`config.mk`:
```
export PLATFORM = sky130hd
export DESIGN_NAME = wb_master_bridge
export DESIGN_NICKNAME = d
export VERILOG_FILES = /design/src/source/wb_bridge_pkg.sv /design/src/source/wb_master_bridge.sv /design/src/source/rev_stream_pump.sv /design/src/source/wb_cmd_drive.sv /design/src/source/fwd_stream_pump.sv /design/src/source/two_entry_fifo.sv
export VERILOG_INCLUDE_DIRS = /design/src /design/src/source
export SDC_FILE = /design/constraint.sdc
export NUM_CORES = 1
export LEC_CHECK = 0
export ABC_AREA = 1
export CAP_MARGIN = 10
export CORE_ASPECT_RATIO = 1.75
export CORE_UTILIZATION = 58
export CTS_CLUSTER_SIZE = 30
export DETAILED_ROUTE_END_ITERATION = 8
export DONT_BUFFER_PORTS = 1
export GPL_TIMING_DRIVEN = 0
export PLACE_DENSITY = 0.76
export REMOVE_ABC_BUFFERS = 1
export SKIP_LAST_GASP = 1
export SLEW_MARGIN = 30
export SYNTH_ARGS = -nofsm -noshare
export SYNTH_HDL_FRONTEND = slang
export SYNTH_HIERARCHICAL = 1
export SYNTH_SLANG_ARGS = --single-unit
```
`constraint.sdc`:
```
create_clock -name clk_i -period 6 [get_ports clk_i]
set_clock_uncertainty 0.05 [all_clocks]
set_input_delay 0.6 -clock clk_i [delete_from_list [all_inputs] [get_ports clk_i]]
set_output_delay 0.6 -clock clk_i [all_outputs]
set_load 0.1 [all_outputs]
```
`src/source/wb_bridge_params.svh`:
```
/* bus and message widths for the bridge; only a 64-bit Wishbone bus is supported
   and WB_OFFSET_WIDTH must stay log2 of the byte lanes */
`ifndef WB_BRIDGE_PARAMS_SVH
`define WB_BRIDGE_PARAMS_SVH

// physical address and bus word
`define WB_PADDR_WIDTH 32
`define WB_DATA_WIDTH 64
`define WB_SEL_WIDTH 8
`define WB_OFFSET_WIDTH 3

// word address seen on adr
`define WB_ADR_WIDTH (`WB_PADDR_WIDTH - `WB_OFFSET_WIDTH)

// largest message is one 64-byte block
`define WB_BLOCK_WIDTH 512
`define WB_BEAT_CNT_WIDTH 3

`endif
```
`src/source/wb_bridge_pkg.sv`:
```
/* message, beat and Wishbone types for the bridge
   only uncached reads and writes are encoded */
`default_nettype none

`include "wb_bridge_params.svh"

package wb_bridge_pkg;

  typedef logic [`WB_PADDR_WIDTH-1:0] paddr_t;
  typedef logic [`WB_DATA_WIDTH-1:0] wb_data_t;
  typedef logic [`WB_SEL_WIDTH-1:0] wb_sel_t;
  typedef logic [`WB_ADR_WIDTH-1:0] wb_adr_t;
  typedef logic [`WB_BEAT_CNT_WIDTH-1:0] beat_cnt_t;

  typedef enum logic {
    e_mem_uc_rd = 1'b0,
    e_mem_uc_wr = 1'b1
  } msg_type_e;

  // encoded as log2 of the byte count
  typedef enum logic [2:0] {
    e_size_1  = 3'd0,
    e_size_2  = 3'd1,
    e_size_4  = 3'd2,
    e_size_8  = 3'd3,
    e_size_16 = 3'd4,
    e_size_32 = 3'd5,
    e_size_64 = 3'd6
  } msg_size_e;

  typedef struct packed {
    msg_type_e  msg_type;
    msg_size_e  size;
    paddr_t     addr;
    logic [7:0] tag;
  } mem_header_s;

  typedef struct packed {
    mem_header_s header;
    wb_data_t    data;
  } fwd_msg_s;

  typedef struct packed {
    mem_header_s header;
    wb_data_t    data;
    paddr_t      addr;
    logic        last;
  } fsm_beat_s;

  typedef enum logic [2:0] {
    e_wb_inc_addr_burst = 3'b010,
    e_wb_end_of_burst   = 3'b111
  } wb_cti_e;

  typedef enum logic [1:0] {
    e_wb_linear_burst       = 2'b00,
    e_wb_4_beat_wrap_burst  = 2'b01,
    e_wb_8_beat_wrap_burst  = 2'b10,
    e_wb_16_beat_wrap_burst = 2'b11
  } wb_bte_e;

  typedef struct packed {
    wb_adr_t  adr;
    wb_data_t dat;
    wb_sel_t  sel;
    logic     we;
    wb_cti_e  cti;
    wb_bte_e  bte;
  } wb_req_s;

  typedef struct packed {
    mem_header_s header;
    wb_data_t    data;
    logic        last;
  } rev_entry_s;

  // bus beats minus one, also the wrap mask on the word index
  function automatic beat_cnt_t beat_mask(msg_size_e size);
    case (size)
      e_size_16: beat_mask = beat_cnt_t'(1);
      e_size_32: beat_mask = beat_cnt_t'(3);
      e_size_64: beat_mask = beat_cnt_t'(`WB_BLOCK_WIDTH / `WB_DATA_WIDTH - 1);
      default:   beat_mask = '0;
    endcase
  endfunction

endpackage

`default_nettype wire

```
`src/source/wb_master_bridge.sv`:
```
/* uncached memory command to Wishbone B4 master bridge, 64-bit bus only
   up to two commands buffered at the input and two acks at the return */
`default_nettype none

module wb_master_bridge (
  input  logic                       clk_i,
  input  logic                       rst_n_i,

  input  wb_bridge_pkg::fwd_msg_s    fwd_msg_i,
  input  logic                       fwd_v_i,
  output logic                       fwd_ready_and_o,

  output wb_bridge_pkg::mem_header_s rev_header_o,
  output wb_bridge_pkg::wb_data_t    rev_data_o,
  output logic                       rev_v_o,
  input  logic                       rev_ready_and_i,

  output wb_bridge_pkg::wb_req_s     wb_req_o,
  output logic                       cyc_o,
  output logic                       stb_o,
  input  wb_bridge_pkg::wb_data_t    dat_i,
  input  logic                       ack_i
);

  import wb_bridge_pkg::*;

  fsm_beat_s  beat;
  logic       beat_v, beat_yumi;
  rev_entry_s ret_entry;
  logic       ret_v, ret_ready;
  rev_entry_s rev_entry;
  logic       rev_entry_v, rev_entry_yumi;

  fwd_stream_pump pump_in (
    .clk_i          (clk_i),
    .rst_n_i        (rst_n_i),
    .fwd_msg_i      (fwd_msg_i),
    .fwd_v_i        (fwd_v_i),
    .fwd_ready_and_o(fwd_ready_and_o),
    .beat_o         (beat),
    .beat_v_o       (beat_v),
    .beat_yumi_i    (beat_yumi)
  );

  wb_cmd_drive drive (
    .beat_i     (beat),
    .beat_v_i   (beat_v),
    .beat_yumi_o(beat_yumi),
    .ret_ready_i(ret_ready),
    .ret_v_o    (ret_v),
    .ret_entry_o(ret_entry),
    .wb_req_o   (wb_req_o),
    .cyc_o      (cyc_o),
    .stb_o      (stb_o),
    .dat_i      (dat_i),
    .ack_i      (ack_i)
  );

  // return FIFO absorbs acks while the response side is stalled
  two_entry_fifo #(
    .payload_t(rev_entry_s)
  ) return_fifo (
    .clk_i  (clk_i),
    .rst_n_i(rst_n_i),
    .data_i (ret_entry),
    .v_i    (ret_v),
    .ready_o(ret_ready),
    .data_o (rev_entry),
    .v_o    (rev_entry_v),
    .yumi_i (rev_entry_yumi)
  );

  rev_stream_pump pump_out (
    .clk_i          (clk_i),
    .rst_n_i        (rst_n_i),
    .entry_i        (rev_entry),
    .entry_v_i      (rev_entry_v),
    .entry_yumi_o   (rev_entry_yumi),
    .rev_header_o   (rev_header_o),
    .rev_data_o     (rev_data_o),
    .rev_v_o        (rev_v_o),
    .rev_ready_and_i(rev_ready_and_i)
  );

endmodule

`default_nettype wire

```
`src/source/rev_stream_pump.sv`:
```
/* turns acked beats into responses; one per read beat, one per write message
   narrow read data is replicated over the whole bus word */
`default_nettype none

`include "wb_bridge_params.svh"

module rev_stream_pump (
  input  logic                      clk_i,
  input  logic                      rst_n_i,

  input  wb_bridge_pkg::rev_entry_s entry_i,
  input  logic                      entry_v_i,
  output logic                      entry_yumi_o,

  output wb_bridge_pkg::mem_header_s rev_header_o,
  output wb_bridge_pkg::wb_data_t   rev_data_o,
  output logic                      rev_v_o,
  input  logic                      rev_ready_and_i
);

  import wb_bridge_pkg::*;

  localparam int OFF_W = `WB_OFFSET_WIDTH;
  localparam int CNT_W = `WB_BEAT_CNT_WIDTH;
  localparam int DW    = `WB_DATA_WIDTH;

  logic             is_wr;
  logic             drop;
  logic [OFF_W-1:0] byte_off;
  beat_cnt_t        cnt_q;
  beat_cnt_t        mask;
  beat_cnt_t        beat_word;
  beat_cnt_t        base_word;
  wb_data_t         shifted;

  assign is_wr = (entry_i.header.msg_type == e_mem_uc_wr);

  // only the final write ack produces a response
  assign drop = is_wr && !entry_i.last;

  assign rev_v_o      = entry_v_i && !drop;
  assign entry_yumi_o = entry_v_i && (drop || rev_ready_and_i);

  // undo the wrap so the header matches the command again
  assign mask      = beat_mask(entry_i.header.size);
  assign beat_word = entry_i.header.addr[OFF_W +: CNT_W];
  assign base_word = (beat_word & ~mask) | ((beat_word - cnt_q) & mask);

  assign byte_off = entry_i.header.addr[OFF_W-1:0];
  assign shifted  = entry_i.data >> {byte_off, 3'b000};

  always_comb begin
    rev_header_o = entry_i.header;
    rev_header_o.addr[OFF_W +: CNT_W] = base_word;
    if (is_wr) begin
      rev_data_o = '0;
    end else begin
      case (entry_i.header.size)
        e_size_1: rev_data_o = {(DW / 8){shifted[7:0]}};
        e_size_2: rev_data_o = {(DW / 16){shifted[15:0]}};
        e_size_4: rev_data_o = {(DW / 32){shifted[31:0]}};
        default:  rev_data_o = entry_i.data;
      endcase
    end
  end

  always_ff @(posedge clk_i or negedge rst_n_i) begin
    if (!rst_n_i) begin
      cnt_q <= '0;
    end else if (entry_yumi_o) begin
      cnt_q <= entry_i.last ? '0 : cnt_q + 1'b1;
    end
  end

endmodule

`default_nettype wire

```
`src/source/wb_cmd_drive.sv`:
```
/* purely combinational Wishbone request stage, no err/rty/stall support
   a beat is offered only when the return FIFO can take its ack */
`default_nettype none

module wb_cmd_drive (
  input  wb_bridge_pkg::fsm_beat_s  beat_i,
  input  logic                      beat_v_i,
  output logic                      beat_yumi_o,

  input  logic                      ret_ready_i,
  output logic                      ret_v_o,
  output wb_bridge_pkg::rev_entry_s ret_entry_o,

  output wb_bridge_pkg::wb_req_s    wb_req_o,
  output logic                      cyc_o,
  output logic                      stb_o,
  input  wb_bridge_pkg::wb_data_t   dat_i,
  input  logic                      ack_i
);

  import wb_bridge_pkg::*;

  localparam int ADDR_W = $bits(paddr_t);
  localparam int OFF_W  = ADDR_W - $bits(wb_adr_t);

  wb_sel_t   size_mask;
  beat_cnt_t burst_mask;

  assign cyc_o = beat_v_i && ret_ready_i;
  assign stb_o = cyc_o;

  // an acked beat leaves the pump and enters the return FIFO together
  assign beat_yumi_o = stb_o && ack_i;
  assign ret_v_o     = beat_yumi_o;

  // beat address rides back in the header so the response side knows the word
  always_comb begin
    ret_entry_o.header      = beat_i.header;
    ret_entry_o.header.addr = beat_i.addr;
    ret_entry_o.data        = dat_i;
    ret_entry_o.last        = beat_i.last;
  end

  always_comb begin
    case (beat_i.header.size)
      e_size_1: size_mask = wb_sel_t'(8'h01);
      e_size_2: size_mask = wb_sel_t'(8'h03);
      e_size_4: size_mask = wb_sel_t'(8'h0f);
      default:  size_mask = '1;
    endcase
  end

  assign burst_mask = beat_mask(beat_i.header.size);

  always_comb begin
    wb_req_o.adr = beat_i.addr[ADDR_W-1:OFF_W];
    wb_req_o.dat = beat_i.data;
    wb_req_o.sel = size_mask << beat_i.addr[OFF_W-1:0];
    wb_req_o.we  = (beat_i.header.msg_type == e_mem_uc_wr);
    wb_req_o.cti = beat_i.last ? e_wb_end_of_burst : e_wb_inc_addr_burst;
    // 2-beat bursts have no wrap code and go out linear
    case (burst_mask)
      beat_cnt_t'(3): wb_req_o.bte = e_wb_4_beat_wrap_burst;
      beat_cnt_t'(7): wb_req_o.bte = e_wb_8_beat_wrap_burst;
      default:        wb_req_o.bte = e_wb_linear_burst;
    endcase
  end

endmodule

`default_nettype wire

```
`src/source/fwd_stream_pump.sv`:
```
/* buffers two commands and splits each into bus beats
   wide reads are one message beat, wide writes one message beat per bus word */
`default_nettype none

`include "wb_bridge_params.svh"

module fwd_stream_pump (
  input  logic                   clk_i,
  input  logic                   rst_n_i,

  input  wb_bridge_pkg::fwd_msg_s fwd_msg_i,
  input  logic                   fwd_v_i,
  output logic                   fwd_ready_and_o,

  output wb_bridge_pkg::fsm_beat_s beat_o,
  output logic                   beat_v_o,
  input  logic                   beat_yumi_i
);

  import wb_bridge_pkg::*;

  localparam int OFF_W = `WB_OFFSET_WIDTH;
  localparam int CNT_W = `WB_BEAT_CNT_WIDTH;

  fwd_msg_s  head;
  logic      head_v;
  logic      head_yumi;
  logic      is_wr;
  beat_cnt_t cnt_q;
  beat_cnt_t mask;
  beat_cnt_t start_word;
  beat_cnt_t beat_word;

  two_entry_fifo #(
    .payload_t(fwd_msg_s)
  ) cmd_fifo (
    .clk_i  (clk_i),
    .rst_n_i(rst_n_i),
    .data_i (fwd_msg_i),
    .v_i    (fwd_v_i),
    .ready_o(fwd_ready_and_o),
    .data_o (head),
    .v_o    (head_v),
    .yumi_i (head_yumi)
  );

  assign is_wr      = (head.header.msg_type == e_mem_uc_wr);
  assign mask       = beat_mask(head.header.size);
  assign start_word = head.header.addr[OFF_W +: CNT_W];

  // wrap inside the size-aligned region, critical word first
  assign beat_word = (start_word & ~mask) | ((start_word + cnt_q) & mask);

  always_comb begin
    beat_o.header = head.header;
    beat_o.data   = head.data;
    beat_o.addr   = head.header.addr;
    beat_o.addr[OFF_W +: CNT_W] = beat_word;
    beat_o.last   = (cnt_q == mask);
  end

  assign beat_v_o = head_v;

  // a read message is replayed until its last beat goes out
  assign head_yumi = beat_yumi_i && (is_wr || beat_o.last);

  always_ff @(posedge clk_i or negedge rst_n_i) begin
    if (!rst_n_i) begin
      cnt_q <= '0;
    end else if (beat_yumi_i) begin
      cnt_q <= beat_o.last ? '0 : cnt_q + 1'b1;
    end
  end

endmodule

`default_nettype wire

```
`src/source/two_entry_fifo.sv`:
```
/* two-slot valid/ready FIFO, yumi_i must only be raised while v_o is high
   ready_o stays low during reset and rises one cycle after release */
`default_nettype none

module two_entry_fifo #(
  parameter type payload_t = logic
) (
  input  logic     clk_i,
  input  logic     rst_n_i,

  input  payload_t data_i,
  input  logic     v_i,
  output logic     ready_o,

  output payload_t data_o,
  output logic     v_o,
  input  logic     yumi_i
);

  payload_t slot_q [2];
  logic wr_ptr_q, rd_ptr_q;
  logic full_q, ready_q;
  logic full_d;
  logic enq, deq;

  assign enq = v_i && ready_q;
  assign deq = yumi_i;

  // one entry held and one more arriving fills both slots
  always_comb begin
    full_d = full_q;
    if (enq && !deq) begin
      full_d = (wr_ptr_q != rd_ptr_q);
    end else if (deq && !enq) begin
      full_d = 1'b0;
    end
  end

  always_ff @(posedge clk_i or negedge rst_n_i) begin
    if (!rst_n_i) begin
      wr_ptr_q <= 1'b0;
      rd_ptr_q <= 1'b0;
      full_q   <= 1'b0;
      ready_q  <= 1'b0;
    end else begin
      if (enq) begin
        wr_ptr_q <= ~wr_ptr_q;
      end
      if (deq) begin
        rd_ptr_q <= ~rd_ptr_q;
      end
      full_q  <= full_d;
      ready_q <= !full_d;
    end
  end

  always_ff @(posedge clk_i) begin
    if (enq) begin
      slot_q[wr_ptr_q] <= data_i;
    end
  end

  assign ready_o = ready_q;
  assign data_o  = slot_q[rd_ptr_q];
  assign v_o     = (wr_ptr_q != rd_ptr_q) || full_q;

endmodule

`default_nettype wire

```
Word level (Yosys, flattened, before mapping)
Memory sizes are Yosys's and may differ from the RTL's.
Cells that the tools add are included.
{"block": "totals", "regBits": 14, "mem_bits_rw": 434, "wordCells": 88, "mem_count": 2}
{"name": "return_fifo.slot_q", "depth": 2, "word_bits": 109, "read_ports": 1, "rd_clocked_by_memory_dff": 0, "wr": 1, "line_no": "two_entry_fifo.sv:20", "rtl": "payload_t slot_q [2];"}
{"name": "pump_in.cmd_fifo.slot_q", "depth": 2, "word_bits": 108, "read_ports": 1, "rd_clocked_by_memory_dff": 0, "wr": 1, "line_no": "two_entry_fifo.sv:20"}
{"block": "classes", "add_sub_neg": 4, "n_eq_ne": 15, "n_shift": 2, "n_mux": 17, "bitwise": 12, "n_reduce_logical": 26}
{"op": "$pmux W64 S3", "count": 1}
{"op": "$mux W64", "count": 1}
{"op": "$shr A64 B6 Y32", "count": 1}
{"op": "$pmux W8 S3", "count": 1}
{"op": "$eq A3 B3 Y1 const B", "count": 7}
{"op": "$pmux W3 S3", "count": 2}
{"op": "$and A3 B3 Y3", "count": 4}
{"op": "$logic_and A1 B1 Y1", "count": 12}
{"op": "$eq A3 B2 Y1 const B", "count": 3}
{"op": "$mux W3", "count": 3}
{"op": "$logic_not A1 Y1", "count": 8}
{"op": "$mux W1", "count": 8}
{"op": "$shl A8 B3 Y8", "count": 1}
{"op": "$add A3 B1 Y3 const B", "count": 2}
{"op": "$eq A3 B1 Y1 const B", "count": 2}
{"op": "$logic_not A3 Y1", "count": 2}
{"op": "$not A3 Y3", "count": 2}
{"op": "$or A3 B3 Y3", "count": 2}
{"op": "$logic_or A1 B1 Y1", "count": 4}
{"op": "$not A1 Y1", "count": 4}
{"op": "$pmux W2 S2", "count": 1}
{"op": "$add A3 B3 Y3", "count": 1}
{"op": "$eq A3 B3 Y1", "count": 1}
{"op": "$sub A3 B3 Y3", "count": 1}
{"op": "$ne A1 B1 Y1", "count": 2}

Longest topological paths before layout
Gate-level depths: netlist of the first run.
{"block": "logic_depth", "ltp_word": 10, "depth_mapped": 17}

Modules after synthesis
The synthesis of the first run kept the hierarchy.
{"mod": "two_entry_fifo (return_fifo)", "n_inst": 1, "cells_per_inst": 598, "area_per_inst_um2": 8125.3, "seq_area_each_um2": 6646.4}
{"mod": "two_entry_fifo (pump_in.cmd_fifo)", "n_inst": 1, "cells_per_inst": 593, "area_per_inst_um2": 8056.5, "seq_area_each_um2": 6586.3}
{"mod": "rev_stream_pump", "n_inst": 1, "cells_per_inst": 707, "area_per_inst_um2": 3228.1, "seq_area_each_um2": 75.1}
{"mod": "wb_cmd_drive", "n_inst": 1, "cells_per_inst": 256, "area_per_inst_um2": 1774.2, "seq_area_each_um2": 0.0}
{"mod": "fwd_stream_pump", "n_inst": 1, "cells_per_inst": 81, "area_per_inst_um2": 565.5, "seq_area_each_um2": 75.1}

Worst setup path before layout of the first run
No wires, ideal clock.
{"block": "synth_path", "kind": "register to register", "from": "register pump_in.cmd_fifo.rd_ptr_q", "to": "memory return_fifo/slot_q[0][0] (netlist bit), enable pin", "setup_ps": 578, "t_arrival_ps": 5927, "slack_ps": -555, "stages_incl_launch_ff": 11, "period_less_slack_ps": 6555, "path_cell_list": "dfrtp_1 -> inv_2 -> buf_2 -> nand2_1 -> nand2_1 -> or2_1 -> nand2_1 -> nor2_1 -> buf_4 -> nand2_1 -> nor2_1"}
{"block": "synth_between", "elab_chain_len": 7}
{"element": "start, declared", "line_no": "two_entry_fifo.sv:21", "rtl": "logic wr_ptr_q, rd_ptr_q;"}
{"element": "start signal, assigned", "line_no": "two_entry_fifo.sv:50", "rtl": "rd_ptr_q <= ~rd_ptr_q;"}
{"element": "$ne A1 B1 Y1", "line_no": "two_entry_fifo.sv:65", "rtl": "assign v_o = (wr_ptr_q != rd_ptr_q) || full_q;"}
{"element": "$logic_or A1 B1 Y1", "line_no": "two_entry_fifo.sv:65"}
{"element": "net beat_v", "line_no": "wb_master_bridge.sv:28", "rtl": "logic beat_v, beat_yumi;"}
{"element": "$logic_and A1 B1 Y1", "line_no": "wb_cmd_drive.sv:29", "rtl": "assign cyc_o = beat_v_i && ret_ready_i;"}
{"element": "$logic_and A1 B1 Y1", "line_no": "wb_cmd_drive.sv:33", "rtl": "assign beat_yumi_o = stb_o && ack_i;"}
{"element": "net beat_yumi", "line_no": "wb_master_bridge.sv:28"}
{"element": "$logic_and A1 B1 Y1", "line_no": "two_entry_fifo.sv:26", "rtl": "assign enq = v_i && ready_q;"}
{"element": "$mux W1", "line_no": "two_entry_fifo.sv:58", "rtl": "if (enq) begin"}
{"element": "$mux W1 (not written as such)", "line_no": "two_entry_fifo.sv:59", "rtl": "slot_q[wr_ptr_q] <= data_i;"}
{"element": "end, declared", "line_no": "two_entry_fifo.sv:20"}
The timed path passes the listed nets, and every way through them passes these cells.

==> summary.md, run 1 <==
| Metric | Value |
|---|---|
| Final wirelength | 48,000 um |
| GPL Wtd Cong | 0.914 |
| Routed length per placed instance | 19.6 um |
| Mapped Area | 21,500 um2 |
| Core region area | 36,700 um2 |
| Clk pin slew, worst setup/hold paths | 0.07 ns |
| Peak Freq | 177 MHz |
| Met3 Track Usage GR | 0.0814 |
| Yosys warnings | 6 |
| Syn avg cell area | 9.76 um2 |
| RSZ-0062 raised after global routing | false |
| Die Span Y | 257 um |
| GRT overflow | 0 |
| CP Capture Type | primary output |
| GRT busiest layer | met2 |
| Final slew viol count | 0 |
| Commonest non-fill, non-tap cells in the layout | nand2_1 (986), edfxtp_1 (434), nand3_1 (125), nor2_4 (73), nor2_1 (58) |
| Most common cell after layout, fill and taps aside | nand2_1 |
| Finished Core Util | 0.621 |
| Critical path arrival | 4.99 ns |
| DP Cell Count | 2,378 |
| CTS buffer count | 39 |
| Hold path startpoint | fwd_msg_i[28] |
| Worst R2R Start | pump_in/cmd_fifo/rd_ptr_q |
| GRT Resource Usage Total | 0.250 |
| Outcome | completed |
| Diodes inserted | 0 |
| Initial DRC count | 794 |
| Finished Cell Area | 22,700 um2 |
| First-pass GRT wire length | 72,900 um |
| Final worst path period need | 5.64 ns |
| Initial antenna violation count | 0 |
| MaxCap Viol Count | 0 |
| Clk_lat worst skew | 0.53 ns |
| Post-Layout Cell Count | 2,451 |
| Total area of sequential cells | 13,400 um2 |
| Hold Vio Cnt, Final | 0 |
| Vias in the first global route | 13,700 |
| H-tree depth | 2 |
| I/O Pins | 396 |
| GR Layer Usage met1 | 0.246 |
| Final HPWL DP | 33,500 um |
| Startpoint type of the worst setup path | flip-flop |
| Share of cells above drive strength 1 | 0.111 |
| Crit path kind | reg2out |
| Worst-margin pin slew | 1.03 ns |
| Critical path data required time | 5.35 ns |
| Worst min-delay path category | in2reg |
| Period utilization | 0.940 |
| Cells after Synth | 2,206 |
| Grt met2 use | 0.469 |
| TritonCTS clock tree | yes |
| Drt first pass iters | 9 |
| Critical Path Start | return_fifo/rd_ptr_q |
| DR vias | 13,800 |
| Die area | 37,900 um2 |
| Area Growth Syn to Fin | 5.64% |
| Initial Util | 0.587 |
| Die X | 148 um |
| Multi-input gate area | 6240 um2 |
| Final #Nets | 2,129 |
| IO Port Bufs | 0 |
| CTS Buffer Depth | 3 |
| Max-slew headroom | 0.308 |
| Filler cells | 2,757 |
| Root buf cell | clkbuf_16 |
| Largest net degree at the start of global routing | 73 |
| DR vias/cell | 5.63 |
| Crit-path max FO | 56 |
| DRC viols | 0 |
| # setup viols final | 0 |
| Cell row count | 93 |
| CTS Sinks | 448 |
| Post-DP Area | 21,400 um2 |
| Post-route ant nets | 0 |
per-layer routing:
layer,wire length [um],part of all wire
met1,14900,0.31
met2,25900,0.54
met3,5190,0.11
met4,2070,0.043
met5,0,0
cell type report:
type / count / share of cell area
multi-input cells: 1367 / 0.274
clock inverters: 23 / 0.0147
inverters: 52 / 0.00935
flip-flops and latches: 448 / 0.589
repair buffers: 38 / 0.0414
clock buffers: 48 / 0.0453
well taps: 475 / 0.0261
registers in the layout, indices dropped and copies added, names as in the netlist, 3 cells and up:
signal	cells
pump_in/cmd_fifo/slot_q	216
pump_in/cnt_q	3
pump_out/cnt_q	3
return_fifo/slot_q	218
worst paths after layout:
path / endpoint / slack (ns) / cells after the start
max in group asynchronous: return_fifo/rd_ptr_q / 4.94 / 1
min reg2reg: return_fifo/slot_q[1][68] / 0.49 / 2
max reg2reg: return_fifo/slot_q[0][36] / 2.35 / 11
max: rev_data_o[26] / 0.36 / 13
min in group asynchronous: pump_in/cmd_fifo/full_q / 0.48 / 1
min: pump_in/cmd_fifo/slot_q[1][28] / 0.11 / 0
metrics by stage:
step                      hold slack [ns]  setup WS, ns  setup TNS (ns)
after global routing               0.0804         0.138               0
after CTS                          0.0782         0.287               0
after global placement              0.255         -7.49        -2975.07
after detailed placement            0.255         0.411               0
after floorplan                     0.254         -2.62         -812.62
final                               0.106         0.357               0
repair_timing:
action	CTS	global route
gates cloned	0	1
endpoints found under the hold margin	14	0
endpoints found under the setup margin	51	6
hold buffers	1	0
setup buffers	0	0
pin swaps	0	1
gates resized for setup	1	0
critical path: stages (launching register included):
cell and delay (ns):
dfrtp_4 0.63, buf_12 0.24, inv_8 0.28, buf_16 0.29, nand2_1 0.11, nand2_2 0.46
inv_2 0.48, nor2_2 0.82, a21oi_1 0.20, nand2_1 0.12, nand2_1 0.06, nand2_1 0.09
nor2_1 0.09, nor2_4 0.50
Power of run 1 is left out: the tool's default activity adds up to more than one toggle a clock period on the data nets, which glitch-free logic cannot reach.
==> run 2: changes to the inputs <==
Settings changed: CORE_ASPECT_RATIO 1.75 to 0.6.
Clock period 6 ns to 4.7 ns, I/O delays scaled along.
==> run 2 against run 1 <==
Critical path depth rose by 2. First-iteration DRC count increased by 71%. Register-to-register slack got worse by 2.0 ns. Worst setup slack worse by 0.12 ns. Global-route usage up 3.1 points. Via count is 9.2% higher. Clock-buffer cell count up 3. Wire length up 14%. Hold slack gained 0.015 ns. Highest routed layer unchanged.
==> summary.md, run 2 (synthesis gave the netlist of run 1 again) <==
| Metric | Value |
|---|---|
| Finished Core Util | 0.678 |
| Final HPWL DP | 34,700 um |
| Worst-margin pin slew | 1.05 ns |
| First-pass GRT wire length | 81,500 um |
| Critical path arrival | 3.94 ns |
| GRT busiest layer | met2 |
| Peak Freq | 224 MHz |
| Crit-path max FO | 72 |
| CP max stage delay | 0.51 ns |
| Die Span Y | 151 um |
| Grt met2 use | 0.454 |
| CP Buf/Inv Count | 6 |
| Cell row count | 54 |
| Critical path data required time | 4.18 ns |
| Area Growth Syn to Fin | 14.6% |
| Top Family by Delay on Critical Path | simple AND/OR/NAND/NOR gates |
| Final worst slack | 0.241 ns |
| GRT Resource Usage Total | 0.281 |
| Crit path kind | reg2out |
| GR Layer Usage met1 | 0.358 |
| Commonest non-fill, non-tap cells in the layout | nand2_1 (988), edfxtp_1 (434), dlygate4sd3_1 (173), nand3_1 (125), nor2_4 (74) |
| CTS buffer count | 42 |
| Root buf cell | clkbuf_16 |
| Largest register FFs | 218 |
| H-tree depth | 2 |
| Post-route ant nets | 0 |
| IO Port Bufs | 0 |
| Initial Util | 0.591 |
| TritonCTS clock tree | yes |
| Final TNS setup | 0 ns |
| Final wirelength | 54,900 um |
| Slowest-stage cell, CP | dfrtp_4 |
| Most common cell after layout, fill and taps aside | nand2_1 |
| Share of cells above drive strength 1 | 0.110 |
| Crit path cell chain | buf_12 > inv_8 > buf_16 > nand2_1 > nand2_4 > buf_16 > inv_16 > nand2_1 > nand3_1 > nand3_1 > nand3_1 > nand2_1 > inv_2 > nor2_1 > nor2_4 |
| GPL Wtd Cong | 0.880 |
| I/O Pins | 396 |
| # setup viols final | 0 |
| Die area | 37,900 um2 |
| Clk pin slew, worst setup/hold paths | 0.06 ns |
| Final #Nets | 2,321 |
| Outcome | completed |
| MaxCap Viol Count | 0 |
| Drt first pass iters | 8 |
| Largest net degree at the start of global routing | 74 |
| Initial DRC count | 1,359 |
| CTS Buffer Depth | 3 |
| Worst min-delay path category | in2reg |
| Vias in the first global route | 14,700 |
| Initial antenna violation count | 2 |
| GRT overflow | 0 |
| Final worst path period need | 4.46 ns |
| Hold Vio Cnt, Final | 0 |
| Final slew viol count | 0 |
| DR vias | 15,100 |
| DRC viols | 0 |
| DR vias/cell | 5.68 |
| Clk_lat worst skew | 0.55 ns |
| Routed length per placed instance | 20.7 um |
| Largest Register | return_fifo/slot_q |
| CTS Sinks | 448 |
| Top flop regs | return_fifo/slot_q (218), pump_in/cmd_fifo/slot_q (216) |
| RSZ-0062 raised after global routing | false |
| Core region area | 36,400 um2 |
| Post-Place Worst Slack | -0.760 ns |
| Met3 Track Usage GR | 0.0682 |
| Startpoint type of the worst setup path | flip-flop |
| CP Capture Type | primary output |
| Period utilization | 0.949 |
| Die X | 251 um |
| Max-slew headroom | 0.300 |
[run 2: area by class of cell]
| class | instances | area (um2) |
|---|---|---|
| tap | 476 | 596 |
| clock inverter | 27 | 181 |
| inverter | 52 | 250 |
| fill | 2529 | 11700 |
| antenna | 2 | 5.00 |
| clock buffer | 51 | 1110 |
| multi-input combinational | 1367 | 6280 |
| timing repair buffer | 227 | 2870 |
| sequential | 448 | 13400 |
[run 2: final timing paths]
path	from	to	slack, ns	cells after the start
worst min-delay path	fwd_v_i	pump_in/cmd_fifo/ready_o	0.12	3
worst min register to register	pump_in/cmd_fifo/slot_q[0][68]	return_fifo/slot_q[1][69]	0.49	2
worst max-delay path	return_fifo/rd_ptr_q	rev_data_o[21]	0.24	15
max in group asynchronous	rst_n_i	pump_in/cmd_fifo/rd_ptr_q	3.74	1
min in group asynchronous	rst_n_i	pump_out/cnt_q[1]	0.36	1
worst max register to register	pump_in/cmd_fifo/rd_ptr_q	return_fifo/slot_q[0][69]	0.36	13
[run 2: repair_timing]
item / 4_1_cts / 5_1_grt
buffers inserted: 9 / 3
cloned: 2 / 0
endpoints found under the setup margin: 64 / 57
hold buffers: 173 / 0
pin swaps: 4 / 3
gates resized for setup: 12 / 11
hold endpoints to repair: 358 / 0
[run 2: worst reg2reg max path: cells and delay by family (launching register included)]
family	cells	cell delay, ns
and+or+nand+nor	7	1.89
buffers and inverters	6	1.52
DFF	1	0.57
[run 2: layer usage]
layer	part of all wire	wire (um)
met5	0	0
met4	0.053	2920
met3	0.091	4980
met2	0.47	25700
met1	0.39	21300
[run 2: stage by stage]
step	hold slack (ns)	cells	instance area (um2)
floorplan	0.124	1866	19200
global placement	0.125	2342	19700
detailed placement	0.125	2383	21400
CTS	0.0696	2645	24600
global route	0.115	2650	24700
finish	0.122	2650	24700
Power of run 2 is left out for the same reason.
==> run 3: changes to the inputs <==
Settings changed: ABC_AREA 1 to not set.
==> run 3 against run 2 <==
Synthesized cell count shrank 36%. Register-to-register slack better by 0.86 ns. Wire length fell by 5.2%. Critical path depth shrank 7. Final area is 4.9% higher. First-iteration DRC count shrank 27%. Non-clock buffer count grew 39. Flip-flop and latch count stayed put. Die area about the same. Hold slack got worse by 0.083 ns. Highest routed layer unchanged.
==> summary.md, run 3 <==
| Metric | Value |
|---|---|
| Hold Vio Cnt, Final | 0 |
| Startpoint type of the worst setup path | flip-flop |
| GR Layer Usage met1 | 0.329 |
| Root buf cell | clkbuf_16 |
| CP Capture Type | primary output |
| Yosys warnings | 6 |
| Worst min-delay path category | in2reg |
| Core region area | 36,500 um2 |
| Largest net degree at the start of global routing | 49 |
| H-tree depth | 2 |
| Final worst slack | 0.167 ns |
| CTS buffer count | 40 |
| Capture point of the worst reg-to-reg path | pump_in/cmd_fifo/full_q |
| Met3 Track Usage GR | 0.0761 |
| MaxCap Viol Count | 0 |
| Crit path cell chain | buf_16 > mux2_8 > buf_16 > mux2_2 > mux4_2 > o21ai_4 > a311oi_4 > buf_16 |
| IO Port Bufs | 0 |
| Area Growth Syn to Fin | 20.1% |
| Critical path data required time | 4.18 ns |
| Critical path arrival | 4.01 ns |
| Crit path kind | reg2out |
| Largest register FFs | 218 |
| DR vias | 12,100 |
| Final HPWL DP | 33,000 um |
| Post-route ant nets | 0 |
| First-pass GRT wire length | 75,700 um |
| GRT busiest layer | met2 |
| Post-Place Worst Slack | -0.522 ns |
| Final wirelength | 52,000 um |
| Max-slew headroom | 0.303 |
| Outcome | completed |
| Die Span Y | 151 um |
| Commonest non-fill, non-tap cells in the layout | edfxtp_1 (434), mux2_2 (224), dlygate4sd3_1 (173), nor2_1 (54), buf_16 (50) |
| Largest Register | return_fifo/slot_q |
| Share of cells above drive strength 1 | 0.350 |
| RSZ-0062 raised after global routing | false |
| Most common cell after layout, fill and taps aside | edfxtp_1 |
| Slowest-stage cell, CP | dfrtp_4 |
| Grt met2 use | 0.447 |
| Top flop regs | return_fifo/slot_q (218), pump_in/cmd_fifo/slot_q (216) |
| Period utilization | 0.964 |
| CTS Buffer Depth | 3 |
| TritonCTS clock tree | yes |
| Initial antenna violation count | 4 |
| Final slew viol count | 0 |
| Routed length per placed instance | 27.2 um |
| DRC viols | 0 |
| Initial DRC count | 990 |
| Drt first pass iters | 6 |
| GRT overflow | 0 |
| DR vias/cell | 6.32 |
| I/O Pins | 396 |
| CP max stage delay | 0.56 ns |
| Vias in the first global route | 12,400 |
| Mapped Area | 21,500 um2 |
| Cell row count | 54 |
| GRT Resource Usage Total | 0.267 |
| Worst hold stages | 1 |
| Crit-path max FO | 44 |
| Die area | 38,000 um2 |
| CTS Sinks | 448 |
| Cells after Synth | 1,411 |
| Final #Nets | 1,583 |
| GPL Wtd Cong | 0.865 |
| Hold endpoint | pump_in/cmd_fifo/ready_o |
| # setup viols final | 0 |
| Clk_lat worst skew | 0.54 ns |
| Hold path startpoint | fwd_v_i |
| Die X | 251 um |
| R2R Setup Slk | 1.22 ns |
| CP most frequent cell | buf_16 |
| Initial Util | 0.591 |
| Final worst path period need | 4.53 ns |
| Worst R2R Start | pump_in/cmd_fifo/rd_ptr_q |
| Syn avg cell area | 15.3 um2 |
| Worst-margin pin slew | 1.05 ns |
| Peak Freq | 221 MHz |
| Cell depth of the worst flop-to-flop path | 7 |
| Clk pin slew, worst setup/hold paths | 0.06 ns |
==> run 3: worst max path at each step <==
| stage | startpoint | to | slack (ns) | cells past startpoint |
|---|---|---|---|---|
| 6_report | return_fifo/rd_ptr_q | rev_data_o[61] | 0.17 | 8 |
| 4_1_cts | return_fifo/rd_ptr_q | rev_data_o[56] | -0.07 | 7 |
| 3_3_place_gp | pump_in/cmd_fifo/rd_ptr_q | return_fifo/slot_q[0][13] | -8.56 | 5 |
| 3_5_place_dp | return_fifo/rd_ptr_q | rev_data_o[26] | -0.52 | 7 |
| 5_1_grt | return_fifo/rd_ptr_q | rev_data_o[61] | 0.08 | 8 |
| 2_1_floorplan | return_fifo/rd_ptr_q | rev_data_o[23] | -4.02 | 4 |
==> run 3: metal layers <==
metal	share of wire	vias up
met3	0.095	163
met2	0.50	711
met5	0	-
met4	0.037	0
li1	-	5077
met1	0.37	6141
==> run 3: layout make-up <==
cell class	instances	area (um2)
Sequential cell	448	13400
Fill cell	2147	10600
Multi-Input combinational cell	638	6860
Timing Repair Buffer	266	3700
Clock buffer	55	1080
Tap cell	476	596
Clock inverter	18	225
Inverter	6	25.0
Antenna cell	5	12.5
==> run 3: repair_timing <==
item / 4_1_cts / 5_1_grt
pin swaps: 1 / 2
endpoints found under the setup margin: 64 / 51
hold buffers: 173 / 0
hold endpoints to repair: 358 / 0
setup buffers: 2 / 9
gates resized for setup: 10 / 11
==> run 3: metrics by stage <==
stage | utilization | setup TNS (ns) | std cells | instance area, um2 | hold WS, ns
floorplan | - | -1040.27 | 1092 | 19300 | 0.124
CTS | 0.706 | -0.111 | 1898 | 25800 | 0.0157
detailed placement | 0.620 | -18.19 | 1650 | 22600 | 0.125
finish | 0.710 | 0 | 1912 | 25900 | 0.0388
global route | 0.710 | 0 | 1911 | 25900 | 0.0364
global placement | 0.545 | -2712.38 | 1568 | 19900 | 0.125
==> run 3: critical path: cells and delay by family (launching register included) <==
kind | cells | cell delay, ns
buffers and inverters | 3 | 0.77
flip-flops | 1 | 0.56
multiplexers | 3 | 1.42
AO/OA/AOI/OAI | 2 | 0.62
Power of run 3 is left out for the same reason.
